File: src/zports_pkg.sv
// shared port map, register indices and bus structs; all widths assume a byte-wide Z80 port bus
package zports_pkg;

	// port low bytes
	localparam logic [7:0] PORT_FE         = 8'hFE;
	localparam logic [7:0] PORT_FD         = 8'hFD;	// #7FFD when a15 is clear
	localparam logic [7:0] PORT_XT_DEFAULT = 8'hAF;
	localparam logic [7:0] IDE_LO          = 8'h10;	// data, low byte
	localparam logic [7:0] IDE_HI          = 8'h11;	// data, high byte held in bridge
	localparam logic [7:0] IDE_30          = 8'h30;
	localparam logic [7:0] IDE_50          = 8'h50;
	localparam logic [7:0] IDE_70          = 8'h70;
	localparam logic [7:0] IDE_90          = 8'h90;
	localparam logic [7:0] IDE_B0          = 8'hB0;
	localparam logic [7:0] IDE_D0          = 8'hD0;
	localparam logic [7:0] IDE_F0          = 8'hF0;
	localparam logic [7:0] IDE_C8          = 8'hC8;	// control block, cs1

	// extended port register indices (address high byte)
	localparam logic [7:0] XT_RAMPAGE_BASE = 8'h10;	// #10..#13
	localparam logic [7:0] XT_FMADDR       = 8'h15;
	localparam logic [7:0] XT_SYSCONF      = 8'h20;
	localparam logic [7:0] XT_MEMCONF      = 8'h21;
	localparam logic [7:0] XT_IM2VECT      = 8'h25;

	// video register groups
	localparam logic [7:0] VID_G0_BASE     = 8'h00;	// #00..#0F
	localparam logic [7:0] VID_G1_BASE     = 8'h40;	// #40..#47
	localparam logic [7:0] VID_G2_FIRST    = 8'h22;
	localparam logic [7:0] VID_G2_LAST     = 8'h24;

	// reset values
	localparam logic [7:0]       SYSCONF_RST = 8'h01;
	localparam logic [7:0]       MEMCONF_RST = 8'h04;
	localparam logic [7:0]       IM2VECT_RST = 8'hFF;
	localparam logic [3:0][7:0]  RAMPAGE_RST = {8'h00, 8'h02, 8'h05, 8'h00};	// pages 3..0

	typedef struct packed {
		logic [15:0] addr;
		logic [7:0]  data;
		logic        rd;
		logic        wr;
	} io_req_t;

	typedef enum logic [2:0] {
		PC_NONE,
		PC_FE,
		PC_FD7FFD,
		PC_XT,
		PC_IDE_LO,
		PC_IDE_HI,
		PC_IDE_REG,
		PC_IDE_CTL
	} port_class_t;

	typedef struct packed {
		io_req_t     req;
		port_class_t pclass;
		logic        hit;
	} port_sel_t;

	typedef struct packed {
		logic [7:0]      sysconf;
		logic [7:0]      memconf;
		logic [7:0]      im2vect;
		logic [4:0]      fmaddr;
		logic [3:0][7:0] rampage;
	} sys_cfg_t;

	typedef struct packed {
		logic [7:0] index;
		logic [7:0] data;
		logic       border;
	} vid_wr_t;

	typedef struct packed {
		logic [2:0]  addr;
		logic        cs0_n;
		logic        cs1_n;
		logic        rd_n;
		logic        wr_n;
		logic [15:0] wdata;
	} ide_bus_t;

	typedef struct packed {
		logic [7:0] data;
		logic       hit;
	} rd_resp_t;

	// index belongs to one of the video register groups
	function automatic logic is_vid_index(input logic [7:0] idx);
		return (idx[7:4] == VID_G0_BASE[7:4])
			|| (idx[7:3] == VID_G1_BASE[7:3])
			|| ((idx >= VID_G2_FIRST) && (idx <= VID_G2_LAST));
	endfunction

endpackage
File: src/zports_top.sv
// single clock zclk, sync active-high rst; one io_stb per cycle at most, never stalled
module zports_top #(
	parameter logic [7:0] XT_PORT = zports_pkg::PORT_XT_DEFAULT
) (
	input  logic                 zclk,
	input  logic                 rst,
	input  logic                 io_stb,
	input  zports_pkg::io_req_t  io_req,
	input  logic [4:0]           keys,
	input  logic                 tape_in,
	input  logic [15:0]          ide_rdata,
	output logic                 rd_valid,
	output zports_pkg::rd_resp_t rd_resp,
	output zports_pkg::sys_cfg_t cfg,
	output logic                 vid_stb,
	output zports_pkg::vid_wr_t  vid_wr,
	output zports_pkg::ide_bus_t ide_bus
);

	logic                  sel_stb;
	zports_pkg::port_sel_t sel;
	logic [7:0]            ide_rbyte;

	port_decode #(
		.XT_PORT (XT_PORT)
	) port_decode_i (
		.zclk    (zclk),
		.rst     (rst),
		.io_stb  (io_stb),
		.io_req  (io_req),
		.sel_stb (sel_stb),
		.sel     (sel)
	);

	xt_config_regs xt_config_regs_i (
		.zclk    (zclk),
		.rst     (rst),
		.sel_stb (sel_stb),
		.sel     (sel),
		.cfg     (cfg),
		.vid_stb (vid_stb),
		.vid_wr  (vid_wr)
	);

	ide_bridge ide_bridge_i (
		.zclk      (zclk),
		.rst       (rst),
		.sel_stb   (sel_stb),
		.sel       (sel),
		.ide_rdata (ide_rdata),
		.ide_bus   (ide_bus),
		.ide_rbyte (ide_rbyte)
	);

	// read mux sees cfg already updated by a write one access earlier
	port_readback port_readback_i (
		.zclk      (zclk),
		.rst       (rst),
		.sel_stb   (sel_stb),
		.sel       (sel),
		.cfg       (cfg),
		.keys      (keys),
		.tape_in   (tape_in),
		.ide_rbyte (ide_rbyte),
		.rd_valid  (rd_valid),
		.rd_resp   (rd_resp)
	);

endmodule

File: src/port_readback.sv
// one registered response per read; unimplemented ports read #FF with hit clear
module port_readback (
	input  logic                  zclk,
	input  logic                  rst,
	input  logic                  sel_stb,
	input  zports_pkg::port_sel_t sel,
	input  zports_pkg::sys_cfg_t  cfg,
	input  logic [4:0]            keys,
	input  logic                  tape_in,
	input  logic [7:0]            ide_rbyte,
	output logic                  rd_valid,
	output zports_pkg::rd_resp_t  rd_resp
);

	logic [7:0] idx;
	logic [7:0] rdata;
	logic       rd_acc;

	assign idx    = sel.req.addr[15:8];
	assign rd_acc = sel_stb && sel.req.rd;

	always_comb
	begin
		case (sel.pclass)
			zports_pkg::PC_FE:
				rdata = {1'b1, tape_in, 1'b0, keys};
			zports_pkg::PC_IDE_LO, zports_pkg::PC_IDE_HI,
			zports_pkg::PC_IDE_REG, zports_pkg::PC_IDE_CTL:
				rdata = ide_rbyte;
			zports_pkg::PC_XT:
				if (idx[7:2] == zports_pkg::XT_RAMPAGE_BASE[7:2])
					rdata = cfg.rampage[idx[1:0]];
				else
					rdata = 8'hFF;	// other indices are write only
			default:
				rdata = 8'hFF;
		endcase
	end

	always_ff @(posedge zclk)
	begin
		if (rst)
			rd_valid <= 1'b0;
		else
			rd_valid <= rd_acc;
	end

	always_ff @(posedge zclk)
	begin
		if (rd_acc)
		begin
			rd_resp.data <= rdata;
			rd_resp.hit  <= sel.hit;
		end
	end

endmodule

File: src/ide_bridge.sv
// normal byte order only: write #11 then #10, read #10 then #11; strobes follow sel_stb combinationally
module ide_bridge (
	input  logic                  zclk,
	input  logic                  rst,
	input  logic                  sel_stb,
	input  zports_pkg::port_sel_t sel,
	input  logic [15:0]           ide_rdata,
	output zports_pkg::ide_bus_t  ide_bus,
	output logic [7:0]            ide_rbyte
);

	logic       is_lo;
	logic       is_hi;
	logic       is_ctl;
	logic       ide_cyc;	// a real IDE bus cycle this clock
	logic [7:0] wr_hi;	// high byte waiting for the #10 write
	logic [7:0] rd_hi;	// high byte left over from the #10 read

	assign is_lo  = (sel.pclass == zports_pkg::PC_IDE_LO);
	assign is_hi  = (sel.pclass == zports_pkg::PC_IDE_HI);
	assign is_ctl = (sel.pclass == zports_pkg::PC_IDE_CTL);

	// #11 never reaches the device
	assign ide_cyc = sel_stb
		&& (is_lo || is_ctl || (sel.pclass == zports_pkg::PC_IDE_REG));

	always_comb
	begin
		ide_bus.addr  = sel.req.addr[7:5];
		ide_bus.cs0_n = !(ide_cyc && !is_ctl);
		ide_bus.cs1_n = !(ide_cyc && is_ctl);
		ide_bus.rd_n  = !(ide_cyc && sel.req.rd);
		ide_bus.wr_n  = !(ide_cyc && sel.req.wr);
		if (is_lo)
			ide_bus.wdata = {wr_hi, sel.req.data};
		else
			ide_bus.wdata = {sel.req.data, sel.req.data};	// 8-bit registers on both halves
	end

	// byte returned to the Z80 for the read in this cycle
	assign ide_rbyte = is_hi ? rd_hi : ide_rdata[7:0];

	always_ff @(posedge zclk)
	begin
		if (rst)
		begin
			wr_hi <= 8'h00;
			rd_hi <= 8'h00;
		end
		else if (sel_stb)
		begin
			if (is_hi && sel.req.wr)
				wr_hi <= sel.req.data;
			if (is_lo && sel.req.rd)
				rd_hi <= ide_rdata[15:8];	// sampled as rd_n goes back high
		end
	end

endmodule

File: src/xt_config_regs.sv
// writes land one edge after sel_stb; 128K lock is memconf bit 6 only, #7FFD frozen by lock48
module xt_config_regs (
	input  logic                  zclk,
	input  logic                  rst,
	input  logic                  sel_stb,
	input  zports_pkg::port_sel_t sel,
	output zports_pkg::sys_cfg_t  cfg,
	output logic                  vid_stb,
	output zports_pkg::vid_wr_t   vid_wr
);

	logic [7:0] idx;	// extended register index
	logic [7:0] din;
	logic       wr_acc;
	logic       xt_wr;
	logic       fe_wr;
	logic       p7ffd_wr;
	logic       lock48;
	logic       lock128;
	logic [1:0] pg_hi;	// rampage 3 bits 4..3 from #7FFD

	assign idx     = sel.req.addr[15:8];
	assign din     = sel.req.data;
	assign wr_acc  = sel_stb && sel.req.wr;
	assign xt_wr   = wr_acc && (sel.pclass == zports_pkg::PC_XT);
	assign fe_wr   = wr_acc && (sel.pclass == zports_pkg::PC_FE);
	assign p7ffd_wr = wr_acc && (sel.pclass == zports_pkg::PC_FD7FFD) && !lock48;

	assign lock128 = cfg.memconf[6];
	assign pg_hi   = lock128 ? 2'b00 : din[7:6];

	// video and border writes go out in the strobe cycle itself
	always_comb
	begin
		vid_stb       = 1'b0;
		vid_wr.index  = idx;
		vid_wr.data   = din;
		vid_wr.border = 1'b0;
		if (fe_wr)
		begin
			vid_stb       = 1'b1;
			vid_wr.index  = 8'h00;	// border carries no index
			vid_wr.border = 1'b1;
		end
		else if (xt_wr && zports_pkg::is_vid_index(idx))
			vid_stb = 1'b1;
	end

	always_ff @(posedge zclk)
	begin
		if (rst)
		begin
			cfg.sysconf   <= zports_pkg::SYSCONF_RST;
			cfg.memconf   <= zports_pkg::MEMCONF_RST;
			cfg.im2vect   <= zports_pkg::IM2VECT_RST;
			cfg.fmaddr[4] <= 1'b0;	// FM window off, address bits kept
			cfg.rampage   <= zports_pkg::RAMPAGE_RST;
		end
		else if (p7ffd_wr)
		begin
			cfg.memconf[0] <= din[4];	// ROM select
			cfg.rampage[3] <= {3'b000, pg_hi, din[2:0]};
		end
		else if (xt_wr)
		begin
			if (idx[7:2] == zports_pkg::XT_RAMPAGE_BASE[7:2])
				cfg.rampage[idx[1:0]] <= din;
			if (idx == zports_pkg::XT_FMADDR)
				cfg.fmaddr <= din[4:0];
			if (idx == zports_pkg::XT_SYSCONF)
				cfg.sysconf <= din;
			if (idx == zports_pkg::XT_MEMCONF)
				cfg.memconf <= din;
			if (idx == zports_pkg::XT_IM2VECT)
				cfg.im2vect <= din;
		end
	end

	// 48K lock, only a reset releases it
	always_ff @(posedge zclk)
	begin
		if (rst)
			lock48 <= 1'b0;
		else if (p7ffd_wr)
			lock48 <= din[5];
	end

endmodule

File: src/port_decode.sv
// one cycle of latency; XT_PORT must not collide with another implemented low byte
module port_decode #(
	parameter logic [7:0] XT_PORT = zports_pkg::PORT_XT_DEFAULT
) (
	input  logic                  zclk,
	input  logic                  rst,
	input  logic                  io_stb,
	input  zports_pkg::io_req_t   io_req,
	output logic                  sel_stb,
	output zports_pkg::port_sel_t sel
);

	logic [7:0]              lo;
	zports_pkg::port_class_t cls;

	assign lo = io_req.addr[7:0];

	// classify on the raw request, registered below together with it
	always_comb
	begin
		cls = zports_pkg::PC_NONE;
		if (lo == XT_PORT)
			cls = zports_pkg::PC_XT;
		else
		begin
			case (lo)
				zports_pkg::PORT_FE:
					cls = zports_pkg::PC_FE;
				zports_pkg::PORT_FD:
					if (!io_req.addr[15])	// a15 set would be the AY port
						cls = zports_pkg::PC_FD7FFD;
				zports_pkg::IDE_LO:
					cls = zports_pkg::PC_IDE_LO;
				zports_pkg::IDE_HI:
					cls = zports_pkg::PC_IDE_HI;
				zports_pkg::IDE_30, zports_pkg::IDE_50, zports_pkg::IDE_70,
				zports_pkg::IDE_90, zports_pkg::IDE_B0, zports_pkg::IDE_D0,
				zports_pkg::IDE_F0:
					cls = zports_pkg::PC_IDE_REG;
				zports_pkg::IDE_C8:
					cls = zports_pkg::PC_IDE_CTL;
				default:
					cls = zports_pkg::PC_NONE;
			endcase
		end
	end

	always_ff @(posedge zclk)
	begin
		if (rst)
			sel_stb <= 1'b0;
		else
			sel_stb <= io_stb;
	end

	// payload only moves on a strobe
	always_ff @(posedge zclk)
	begin
		if (io_stb)
		begin
			sel.req    <= io_req;
			sel.pclass <= cls;
			sel.hit    <= (cls != zports_pkg::PC_NONE);
		end
	end

endmodule

File: config.mk
export PLATFORM = sky130hd
export DESIGN_NAME = zports_top
export DESIGN_NICKNAME = d
export VERILOG_FILES = /design/src/zports_pkg.sv /design/src/zports_top.sv /design/src/port_readback.sv /design/src/ide_bridge.sv /design/src/xt_config_regs.sv /design/src/port_decode.sv
export SDC_FILE = /design/constraint.sdc
export NUM_CORES = 1
export LEC_CHECK = 0
export ABC_AREA = 1
export BUFFER_PORTS_ARGS = -buffer_cell sky130_fd_sc_hd__clkbuf_2
export CORE_AREA = 4 4 106 108
export DETAILED_ROUTE_END_ITERATION = 8
export DIE_AREA = 0 0 110 112
export PLACE_DENSITY_LB_ADDON = 0.1
export SLEW_MARGIN = 15
export SYNTH_ARGS = -nofsm -noshare
export SYNTH_HDL_FRONTEND = slang
export SYNTH_SLANG_ARGS = --single-unit
File: constraint.sdc
create_clock -name zclk -period 1.93 [get_ports zclk]
set_input_delay 0.386 -clock zclk [delete_from_list [all_inputs] [get_ports zclk]]
set_output_delay 0.386 -clock zclk [all_outputs]
set_load 0.02 [all_outputs]
# After elaboration in Yosys (flattened, before gate mapping)
# Cells that the tools add are included.
# totals
reg_bits	119
in_bits	51
output_inout_bits	112
elab_cells	125
# op_classes
n_lt_le_gt_ge	4
n_eq_ne	26
mux	24
bitwise	2
reduce_logical	45
# op_table
cell	n
$eq A8 B8 Y1 const B	8
$mux W8	6
$mux W46	1
$bwmux W32	1
$eq A8 B6 Y1 const B	4
$mux W32	1
$eq A8 B5 Y1 const B	3
$pmux W8 S3	1
$pmux W3 S6	1
$bmux W8 S2	1
$demux W8 S2	1
$eq A8 B7 Y1 const B	2
$logic_and A1 B1 Y1	16
$mux W16	1
$reduce_and A3 Y1	5
$eq A3 B3 Y1 const B	4
$mux W5	2
$reduce_and A2 Y1	5
$ge A8 B6 Y1 const B	1
$le A8 B6 Y1 const B	1
$reduce_or A7 Y1	1
$eq A3 B2 Y1 const B	2
$eq A6 B3 Y1 const B	1
$logic_not A1 Y1	6
15 further kinds	26

# Depth between registers and ports, before layout
# Gate-level depths: netlist of the first run.
# logic_depth
word_depth	8
mapped_depth	10
ltp_nobuf	9

# By module
# A second synthesis of the first run with hierarchy kept.
# unflattened
cells_unflattened	766
area_unflattened_um2	5965.7
# by_module_without_submodules
mod	n_inst	cells_each	area_per_inst_um2	seq_area_each_um2
xt_config_regs	1	350	2811.4	1281.2
port_decode	1	92	1183.6	920.9
port_readback	1	164	989.7	290.3
ide_bridge	1	160	980.9	320.3

# Worst setup path after synthesis of the first run
# OpenSTA, ideal clock, no wires.
# synth_path
path_type	register to output
start	reg port_decode_i.sel[2] (netlist name)
end	out vid_stb
t_arrival_ps	1478
required_ps	1544
path_slack_ps	66
path_stages_with_launch	8
path_buffers	0
path_cell_list	edfxtp_1 nor2_4 nand2_2 nor2_4 nor2_1 o21ai_1 o21ai_0 inv_1
# synth_between
elab_cells_between_ends	7
# synth_lines
element	line_no	source
$eq A3 B1 Y1	xt_config_regs.sv:26	assign fe_wr = wr_acc && (sel.pclass == zports_pkg::PC_FE);
$logic_and A1 B1 Y1	xt_config_regs.sv:26	
net xt_config_regs_i.fe_wr	xt_config_regs.sv:16	logic fe_wr;
$mux W1	xt_config_regs.sv:39	if (fe_wr)
end, declared	zports_top.sv:15	output logic vid_stb,
# The timed path passes the listed nets, and every way through them passes these cells.

# Worst setup path in the final report of the first run
# layout_path
start	reg port_decode_i.sel[23] (netlist name)
end	out vid_stb
# layout_between
elab_chain_len	6
elab_cells_between_ends	7
# layout_lines
element	line_no	source
$ge A8 B6 Y1 or $le A8 B6 Y1 (tied branches)	zports_pkg.sv:94	|| ((idx >= VID_G2_FIRST) && (idx <= VID_G2_LAST));
$logic_and A1 B1 Y1 *	zports_pkg.sv:94	
$logic_or A1 B1 Y1 *	zports_pkg.sv:94	
$logic_and A1 B1 Y1 *	xt_config_regs.sv:45	else if (xt_wr && zports_pkg::is_vid_index(idx))
$mux W1 *	xt_config_regs.sv:45	
$mux W1 *	xt_config_regs.sv:39	
# Mark *: on every way between the ends. The rest lies on a longest branch, timed or not.

==> results of run 1 <==
==> cell usage after synthesis (all sizes together) <==
cell | number | area, sq um
edfxtp | 38 | 1140
a21oi | 27 | 135
nand4 | 12 | 75.1
nor4 | 1 | 6.26
dfxtp | 76 | 1520
nand2 | 118 | 497
a31oi | 2 | 12.5
o21ai | 80 | 408
nand3 | 27 | 140
o211ai | 13 | 108
clkbuf | 7 | 26.3
nand3b | 1 | 7.51
clkinv | 6 | 30.0
nor3 | 8 | 62.6
inv | 58 | 218
buf | 28 | 211
nor3b | 1 | 7.51
nor2 | 117 | 489
==> per-stage QoR <==
step	utilization	setup WS [ns]
finish	0.700	-0.375
global route	0.700	-0.474
CTS	0.677	-0.343
detailed placement	0.594	0.0717
global placement	0.594	0.123
floorplan	-	0.0662
==> routing by layer <==
layer / up-vias / global-route usage
li1: 2440 / -
met1: 2310 / 0.341
met2: 275 / 0.409
met3: 45 / 0.0696
met4: 0 / 0.0998
met5: - / 0
==> critical path, cell delays in order (launching register included) <==
cell and delay (ns):
edfxtp_1 0.51, nor2_1 0.34, inv_1 0.10, nand4_1 0.09
o21ai_1 0.07, o21ai_1 0.09, inv_1 0.07, clkbuf_8 0.15
==> state kept, by name, indices dropped and copies added (netlist names) <==
name	cells
xt_config_regs_i.cfg	61
port_decode_i.sel	25
port_readback_i.rd_resp	9
ide_bridge_i.rd_hi	8
ide_bridge_i.wr_hi	8
port_decode_i.sel_stb	1
port_readback_i.rd_valid	1
xt_config_regs_i.lock48	1
==> cells by family (layout without fill, tap and decap cells) <==
group | Yosys count | count (layout) | synth area share
simple gates | 285 | 285 | 0.252
buf+inv | 99 | 311 | 0.0953
flops | 114 | 114 | 0.522
compound gates | 122 | 122 | 0.130
==> what timing repair did <==
item,4_1_cts,5_1_grt
pin swaps,6,5
setup buffers,17,11
resized for setup,64,52
endpoints found under the setup margin,22,29
==> power breakdown <==
part,switching [W],internal (W),total (W)
logic,0.000460,0.000295,0.000755
clock network,0.00118,0.00172,0.00290
registers,0.0000353,0.00255,0.00258
==> worst max-delay path by stage <==
stage	cells after the start	end	slack, ns
6_report	7	vid_stb	-0.37
3_3_place_gp	7	vid_stb	0.12
4_1_cts	9	vid_stb	-0.34
2_1_floorplan	7	vid_stb	0.07
3_5_place_dp	8	vid_stb	0.07
5_1_grt	9	vid_stb	-0.47
==> final cells by class <==
cell class              count  area (sq um)  area share
clock buffers              17           414      0.0578
multi-input cells         407          2070       0.290
well taps                 136           170      0.0238
repair buffers            215          1450       0.202
clock inverters            15           129      0.0180
flip-flops and latches    114          2660       0.372
inverters                  64           262      0.0365
==> qor.txt, run 1 <==
Reg2reg path depth = 7
RSZ-0062 raised after global routing = yes
DR WL/cell = 16.5 um
Design Area, Final = 7160 sq um
CTS tree = built
Full die area = 12300 sq um
DPL Wire Length = 11200 um
Worst hold path class = in2reg
Critical path endpoint category = output pin
Final worst slack = -0.375 ns
Sequential fraction of the synthesis area = 0.522
Critical path required time = 1.54 ns
#FFs+latches synth = 114
Commonest non-fill, non-tap cell in the layout = clkbuf_2
F_max = 434 MHz
Longest Clk Path Bufs = 2
Hold worst-path end = port_decode_i.sel[7]$_DFFE_PP_
Mapped Cells = 620
Actual slew at the worst max-slew pin = 0.369 ns
Metal-1 WL = 6380 um
Most frequent cells in the layout = 143 x clkbuf_2, 107 x nor2_1, 100 x nand2_1
Setup crit start kind = flip-flop
Uppermost layer routed = met4
Worst Setup SP = port_decode_i.sel[23]$_DFFE_PP_
WL final = 16000 um
Top-Level Pins = 163
Final setup violation count = 22
Yosys cell types = 34
CTS Buf Count = 17
# H-tree levels = 4
Crit Reg-Reg Endpoint = port_readback_i.rd_resp[1]$_SDFFCE_PN1P_
Mapped Nets = 671
Starting Density = 0.498
Gr usage total = 0.260
Met3 WL post-DR = 1480 um
Drt drc = 0
Dpl cells = 910
Die width = 110 um
RePlAce Congestion = 0.902
Residual overflow from global routing = 0
CP max FO = 6
VDD IR max = 0.528 mV
Core ar. = 10200 sq um
First-pass GRT wire length = 24700 um
Fin. Hold Viols = 0
MaxCap Viol Count = 0
# clock sinks = 114
Largest net degree at the start of global routing = 67
Slew HR = 0.753
Vias in the first global route = 4823
Post-DP Area = 6080 sq um
WHS = 0.0493 ns
Failing checks = negative setup slack
Met2 WL = 7630 um
Worst Hold Path Cells = 1
Hold Path Origin = io_req[3]
Area delta synth->final = 40.5%
Setup slack, reg-to-reg = 0.12 ns
Post-layout net count = 870
PD cells = 871 nW/um^2
Final period util = 1.19
PortBufs = 162
Number of vias per cell = 5.24
Outcome = complete, but fails checks
Reg2Reg Launch Point = port_decode_i.sel[23]$_DFFE_PP_
Clk root buf = clkbuf_8
Initial antenna violation count = 0
Antenna Nets Post-Route = 0
Vias after detailed routing = 5070
Reg clk slew, reported paths = 0.06 ns
Fill cell count = 827
Antenna Cells = 0
Router iterations before antenna repair = 6
Lkg Pwr = 3.39 nW
Finished Layout Cells = 968
Die Y = 112 um
Synth warnings = 0
Clock skew = 0.00956 ns
Max-slew violations = 0
Worst Path Arrival = 1.92 ns
Cell area after synthesis = 5100 sq um
Design Power = 0.00624 W
Min Tclk post-route = 2.30 ns
Clk Latency, worst-skew pair = 0.51 ns
Hold buffers post-CTS = 0
Row cnt = 37
1st-iter DRT viols = 325
Setup Crit Path Kind = reg2out
Setup TNS = -6.46 ns
Mean Syn Cell Area = 8.22 sq um
Share of layout cells above drive strength 1 = 0.361
(Power assumes the default switching activity.)
==> inputs of run 2 (changes only) <==
CORE_AREA = 2 2 104 106   (was 4 4 106 108)
CTS_CLUSTER_SIZE = 25   (was unset)
DIE_AREA = 0 0 106 108   (was 0 0 110 112)
PLACE_DENSITY = 0.87   (was unset)
PLACE_DENSITY_LB_ADDON = unset   (was 0.1)
==> qor.txt, run 2 (synthesis results as in run 1) <==
Full die area = 11400 sq um
DPL Wire Length = 10500 um
RSZ-0062 raised after global routing = yes
Layout Utilization = 0.691
Die Y = 108 um
Lkg Pwr = 3.30 nW
Vias after detailed routing = 5199
Longest Clk Path Bufs = 2
Top-Level Pins = 163
Setup crit start kind = flip-flop
Gr usage total = 0.283
WL final = 16400 um
CP max FO = 8
Largest net degree at the start of global routing = 67
Most frequent cells in the layout = 145 x clkbuf_2, 104 x nand2_1, 100 x nor2_1
Worst hold path class = in2reg
Share of layout cells above drive strength 1 = 0.346
Clk Latency, worst-skew pair = 0.51 ns
Setup Crit Path Kind = reg2out
Fin. Hold Viols = 0
First-pass GRT wire length = 24700 um
Final period util = 1.20
Final setup violation count = 23
# clock sinks = 114
Vias in the first global route = 4795
Number of vias per cell = 5.48
DR WL/cell = 17.2 um
Clock skew = 0.0114 ns
Max-slew violations = 0
Post-DP Area = 6010 sq um
Failing checks = negative setup slack
Initial antenna violation count = 0
Design Area, Final = 7070 sq um
Post-layout net count = 851
# H-tree levels = 4
RePlAce Congestion = 0.935
Number of flip-flops in the largest register = 61
Commonest non-fill, non-tap cell in the layout = clkbuf_2
Antenna Nets Post-Route = 0
Router iterations before antenna repair = 5
Outcome = complete, but fails checks
Core ar. = 10200 sq um
Area delta synth->final = 38.8%
Worst Path Arrival = 1.93 ns
Starting Density = 0.498
Antenna Cells = 0
PD cells = 932 nW/um^2
Actual slew at the worst max-slew pin = 0.430 ns
Biggest regs = xt_config_regs_i.cfg: 61 flops, port_decode_i.sel: 25 flops, port_readback_i.rd_resp: 9 flops
Top reg by flops = xt_config_regs_i.cfg
Dpl cells = 902
PortBufs = 162
Residual overflow from global routing = 0
Critical path endpoint category = output pin
Drt drc = 0
Reg clk slew, reported paths = 0.05 ns
CTS Buf Count = 17
Row cnt = 37
Final worst slack = -0.390 ns
MaxCap Viol Count = 0
Clk root buf = clkbuf_8
Die width = 106 um
VDD IR max = 0.641 mV
Slew HR = 0.713
CTS tree = built
F_max = 431 MHz
Critical path required time = 1.54 ns
Min Tclk post-route = 2.32 ns
Finished Layout Cells = 949
1st-iter DRT viols = 407
[run 2: cell types whose count changed in the layout (fill, tap and decap cells not counted), moves of 4 or more]
| cell | previous run | this run |
|---|---|---|
| nor2_2 | 2 | 9 |
| clkbuf_8 | 5 | 12 |
| buf_4 | 40 | 28 |
| inv_4 | 7 | 2 |
| nor2_1 | 107 | 100 |
| buf_6 | 15 | 7 |
| nand2_1 | 100 | 104 |
[run 2: routing by layer]
metal  vias up  wire (um)  track usage
met5         -          0            0
met1      2384       6210        0.341
met2       339       7840        0.465
met3        82       1500       0.0735
li1       2394          -            -
met4         0        791        0.157
[run 2: path summary, 6_finish.rpt]
| check | start | cells after the start | slack, ns | endpoint |
|---|---|---|---|---|
| worst max-delay path | port_decode_i.sel[2]$_DFFE_PP_ | 6 | -0.39 | ide_bus[14] |
| worst min-delay path | io_req[0] | 1 | 0.05 | port_decode_i.sel[4]$_DFFE_PP_ |
| worst max register to register | port_decode_i.sel[23]$_DFFE_PP_ | 7 | -0.06 | port_readback_i.rd_resp[1]$_SDFFCE_PN1P_ |
| worst min register to register | port_decode_i.sel[0]$_DFFE_PP_ | 0 | 0.43 | port_readback_i.rd_resp[0]$_DFFE_PP_ |
[run 2: stage by stage]
step | hold slack, ns | power, W | setup TNS [ns] | setup WS, ns
6_report | 0.0513 | 0.00659 | -6.82 | -0.390
5_1_grt | 0.0270 | 0.00677 | -8.43 | -0.446
4_1_cts | 0.0296 | 0.00653 | -6.82 | -0.383
3_5_place_dp | 0.413 | 0.00322 | -0.0245 | -0.0245
3_3_place_gp | 0.408 | 0.00321 | 0 | 0.0315
2_1_floorplan | 0.400 | 0.00300 | 0 | 0.0662
[run 2: layout make-up]
| type | instances | area (sq um) |
|---|---|---|
| Timing Repair Buffer | 196 | 1250 |
| Multi-Input combinational cell | 407 | 2110 |
| Fill cell | 751 | 3160 |
| Sequential cell | 114 | 2660 |
| Clock buffer | 26 | 542 |
| Tap cell | 136 | 170 |
| Inverter | 64 | 258 |
| Clock inverter | 6 | 87.6 |
[run 2: critical path, cell delays in order (launching register included)]
cell and delay, ns:
edfxtp_1 0.52, buf_6 0.19, nor3_4 0.21, buf_12 0.17
nand2_1 0.08, o21ai_2 0.08, clkbuf_8 0.17
[run 2: where the power goes]
group,internal [W],total [W],switching [W]
sequential,0.00255,0.00260,0.0000522
combinational,0.000266,0.000719,0.000454
clock,0.00217,0.00327,0.00109
total,0.00499,0.00659,0.00160
[run 2: what timing repair did]
action                                  in CTS  in global routing
gates resized for setup                     59                 43
gates cloned                                 1                  0
hold buffers                                 0                  0
endpoints found under the setup margin      25                 49
pin swaps                                    5                  3
setup buffers                                9                  6
endpoints found under the hold margin        0                  0
==> inputs of run 3 (changes only) <==
CORE_AREA = 2 2 109 111   (was 2 2 104 106)
DIE_AREA = 0 0 111 113   (was 0 0 106 108)
PLACE_DENSITY = 0.84   (was 0.87)
clock period = 2.05 ns   (was 1.93 ns; I/O delays follow)
==> qor.txt, run 3 (synthesis results as in run 1) <==
Outcome = complete, but fails checks
Failing checks = negative setup slack
Critical path required time = 1.64 ns
Top reg by flops = xt_config_regs_i.cfg
Number of vias per cell = 5.26
1st-iter DRT viols = 308
Setup TNS = -0.984 ns
Max-slew violations = 0
Hold Path Origin = io_req[7]
Worst hold path class = in2reg
Router iterations before antenna repair = 5
DPL Wire Length = 10800 um
Design Area, Final = 6960 sq um
Share of layout cells above drive strength 1 = 0.337
Longest Clk Path Bufs = 2
# clock sinks = 114
CTS tree = built
Crit-path leading delay family = buffers and inverters
Setup crit start kind = flip-flop
RePlAce Congestion = 0.954
Slowest stage delay, CP = 0.46 ns
CP Cell Sequence = buf_6 -> nor3_4 -> buf_6 -> nand2_1 -> o21ai_1 -> buf_4
P_int = 0.00457 W
Clock skew = 0.0115 ns
Post-DP Area = 5980 sq um
Reg2reg path depth = 6
Placement Setup Slack = 0.122 ns
Min Tclk post-route = 2.18 ns
Actual slew at the worst max-slew pin = 0.700 ns
CTS Buf Count = 17
RSZ-0062 raised after global routing = yes
Setup slack, reg-to-reg = 0.12 ns
MaxCap Viol Count = 0
Critical path endpoint category = output pin
VDD IR max = 0.613 mV
Logic gate share of total power = 0.105
Crit Reg-Reg Endpoint = port_readback_i.rd_resp[2]$_SDFFCE_PN1P_
Hold buffers post-CTS = 0
Commonest non-fill, non-tap cell in the layout = clkbuf_2
Worst path bufs/invs = 3
Slew HR = 0.533
Row cnt = 39
Area delta synth->final = 36.6%
Biggest regs = xt_config_regs_i.cfg: 61 flops, port_decode_i.sel: 25 flops, port_readback_i.rd_resp: 9 flops
PD cells = 868 nW/um^2
Core ar. = 11300 sq um
WL final = 15700 um
Fin. Hold Viols = 0
DR WL/cell = 16.4 um
Crit path to = ide_bus[14]
Reg2Reg Launch Point = port_decode_i.sel[24]$_DFFE_PP_
Worst Path Arrival = 1.77 ns
Post-layout net count = 851
F_max = 459 MHz
Setup Crit Path Kind = reg2out
Number of flip-flops in the largest register = 61
Gr usage total = 0.238
Vias after detailed routing = 5028
Residual overflow from global routing = 0
Switching share of power = 0.243
Final worst slack = -0.128 ns
Final period util = 1.06
Clk Latency, worst-skew pair = 0.41 ns
Full die area = 12500 sq um
Highest-delay cell along the critical path = edfxtp_1
Switch Pwr = 0.00147 W
Vias in the first global route = 4654
Sequential Power Share = 0.405
Drt drc = 0
Clock power frac = 0.490
Worst Setup SP = port_decode_i.sel[2]$_DFFE_PP_
Antenna Nets Post-Route = 0
Initial antenna violation count = 0
First-pass GRT wire length = 23300 um
Die Y = 113 um
Final setup violation count = 16
Reg clk slew, reported paths = 0.06 ns
WHS = 0.174 ns
WP depth = 6
Die width = 111 um
Layout Utilization = 0.617
Fill cell count = 922
Clk root buf = clkbuf_16
Antenna Cells = 0
PortBufs = 162
Worst path most repeated cell = buf_6
Most frequent cells in the layout = 143 x clkbuf_2, 106 x nand2_1, 104 x nor2_1
# H-tree levels = 4
Lkg Pwr = 3.27 nW
Starting Density = 0.452
Largest net degree at the start of global routing = 37
CP max FO = 4
Top-Level Pins = 163
==> run 3: cell count changes in the layout (fill, tap and decap cells not counted), sizes merged <==
| cell | previous run | this run |
|---|---|---|
| inv | 59 | 58 |
| clkinv | 6 | 12 |
| buf | 42 | 52 |
| bufinv | 2 | 1 |
| clkbuf | 180 | 168 |
| clkinvlp | 3 | 1 |
==> run 3: power groups by stage <==
stage / combinational (W) / sequential [W] / clock (W)
final: 0.000633 / 0.00245 / 0.00296
after global routing: 0.000681 / 0.00245 / 0.00309
after CTS: 0.000562 / 0.00245 / 0.00297
after detailed placement: 0.000527 / 0.00249 / 0
after global placement: 0.000523 / 0.00249 / 0
after floorplan: 0.000317 / 0.00250 / 0
==> run 3: per-stage QoR <==
| step | cells | total power, W |
|---|---|---|
| 2_1_floorplan | 620 | 0.00282 |
| 3_3_place_gp | 907 | 0.00301 |
| 3_5_place_dp | 907 | 0.00302 |
| 4_1_cts | 949 | 0.00598 |
| 5_1_grt | 956 | 0.00622 |
| 6_report | 956 | 0.00604 |
==> run 3: timing repair <==
item | 4_1_cts | 5_1_grt
gates cloned | 0 | 2
setup endpoints to repair | 19 | 23
buffers inserted | 10 | 6
pin swaps | 2 | 5
resized for setup | 20 | 86
==> run 3: layer usage <==
| layer | track usage | routed length (um) | vias to the layer above |
|---|---|---|---|
| met2 | 0.388 | 7670 | 273 |
| met4 | 0.113 | 437 | 0 |
| met5 | 0 | 0 | - |
| li1 | - | - | 2389 |
| met3 | 0.0857 | 1470 | 33 |
| met1 | 0.284 | 6110 | 2333 |
==> run 3: layout make-up <==
cell class                      count  area [sq um]  area share
Sequential cell                   114          2660       0.383
Multi-Input combinational cell    407          2050       0.294
Timing Repair Buffer              196          1210       0.174
Clock buffer                       24           536      0.0770
Inverter                           64           250      0.0360
Tap cell                          143           179      0.0257
Clock inverter                      8          71.3      0.0102
==> run 3: worst min path at each step <==
stage                                                 endpoint  depth (start not counted)
after floorplan           port_readback_i.rd_resp[0]$_DFFE_PP_                          0
after global placement    port_readback_i.rd_resp[0]$_DFFE_PP_                          0
after detailed placement  port_readback_i.rd_resp[0]$_DFFE_PP_                          0
after CTS                      port_decode_i.sel[11]$_DFFE_PP_                          1
after global routing           port_decode_i.sel[11]$_DFFE_PP_                          1
final                          port_decode_i.sel[11]$_DFFE_PP_                          1
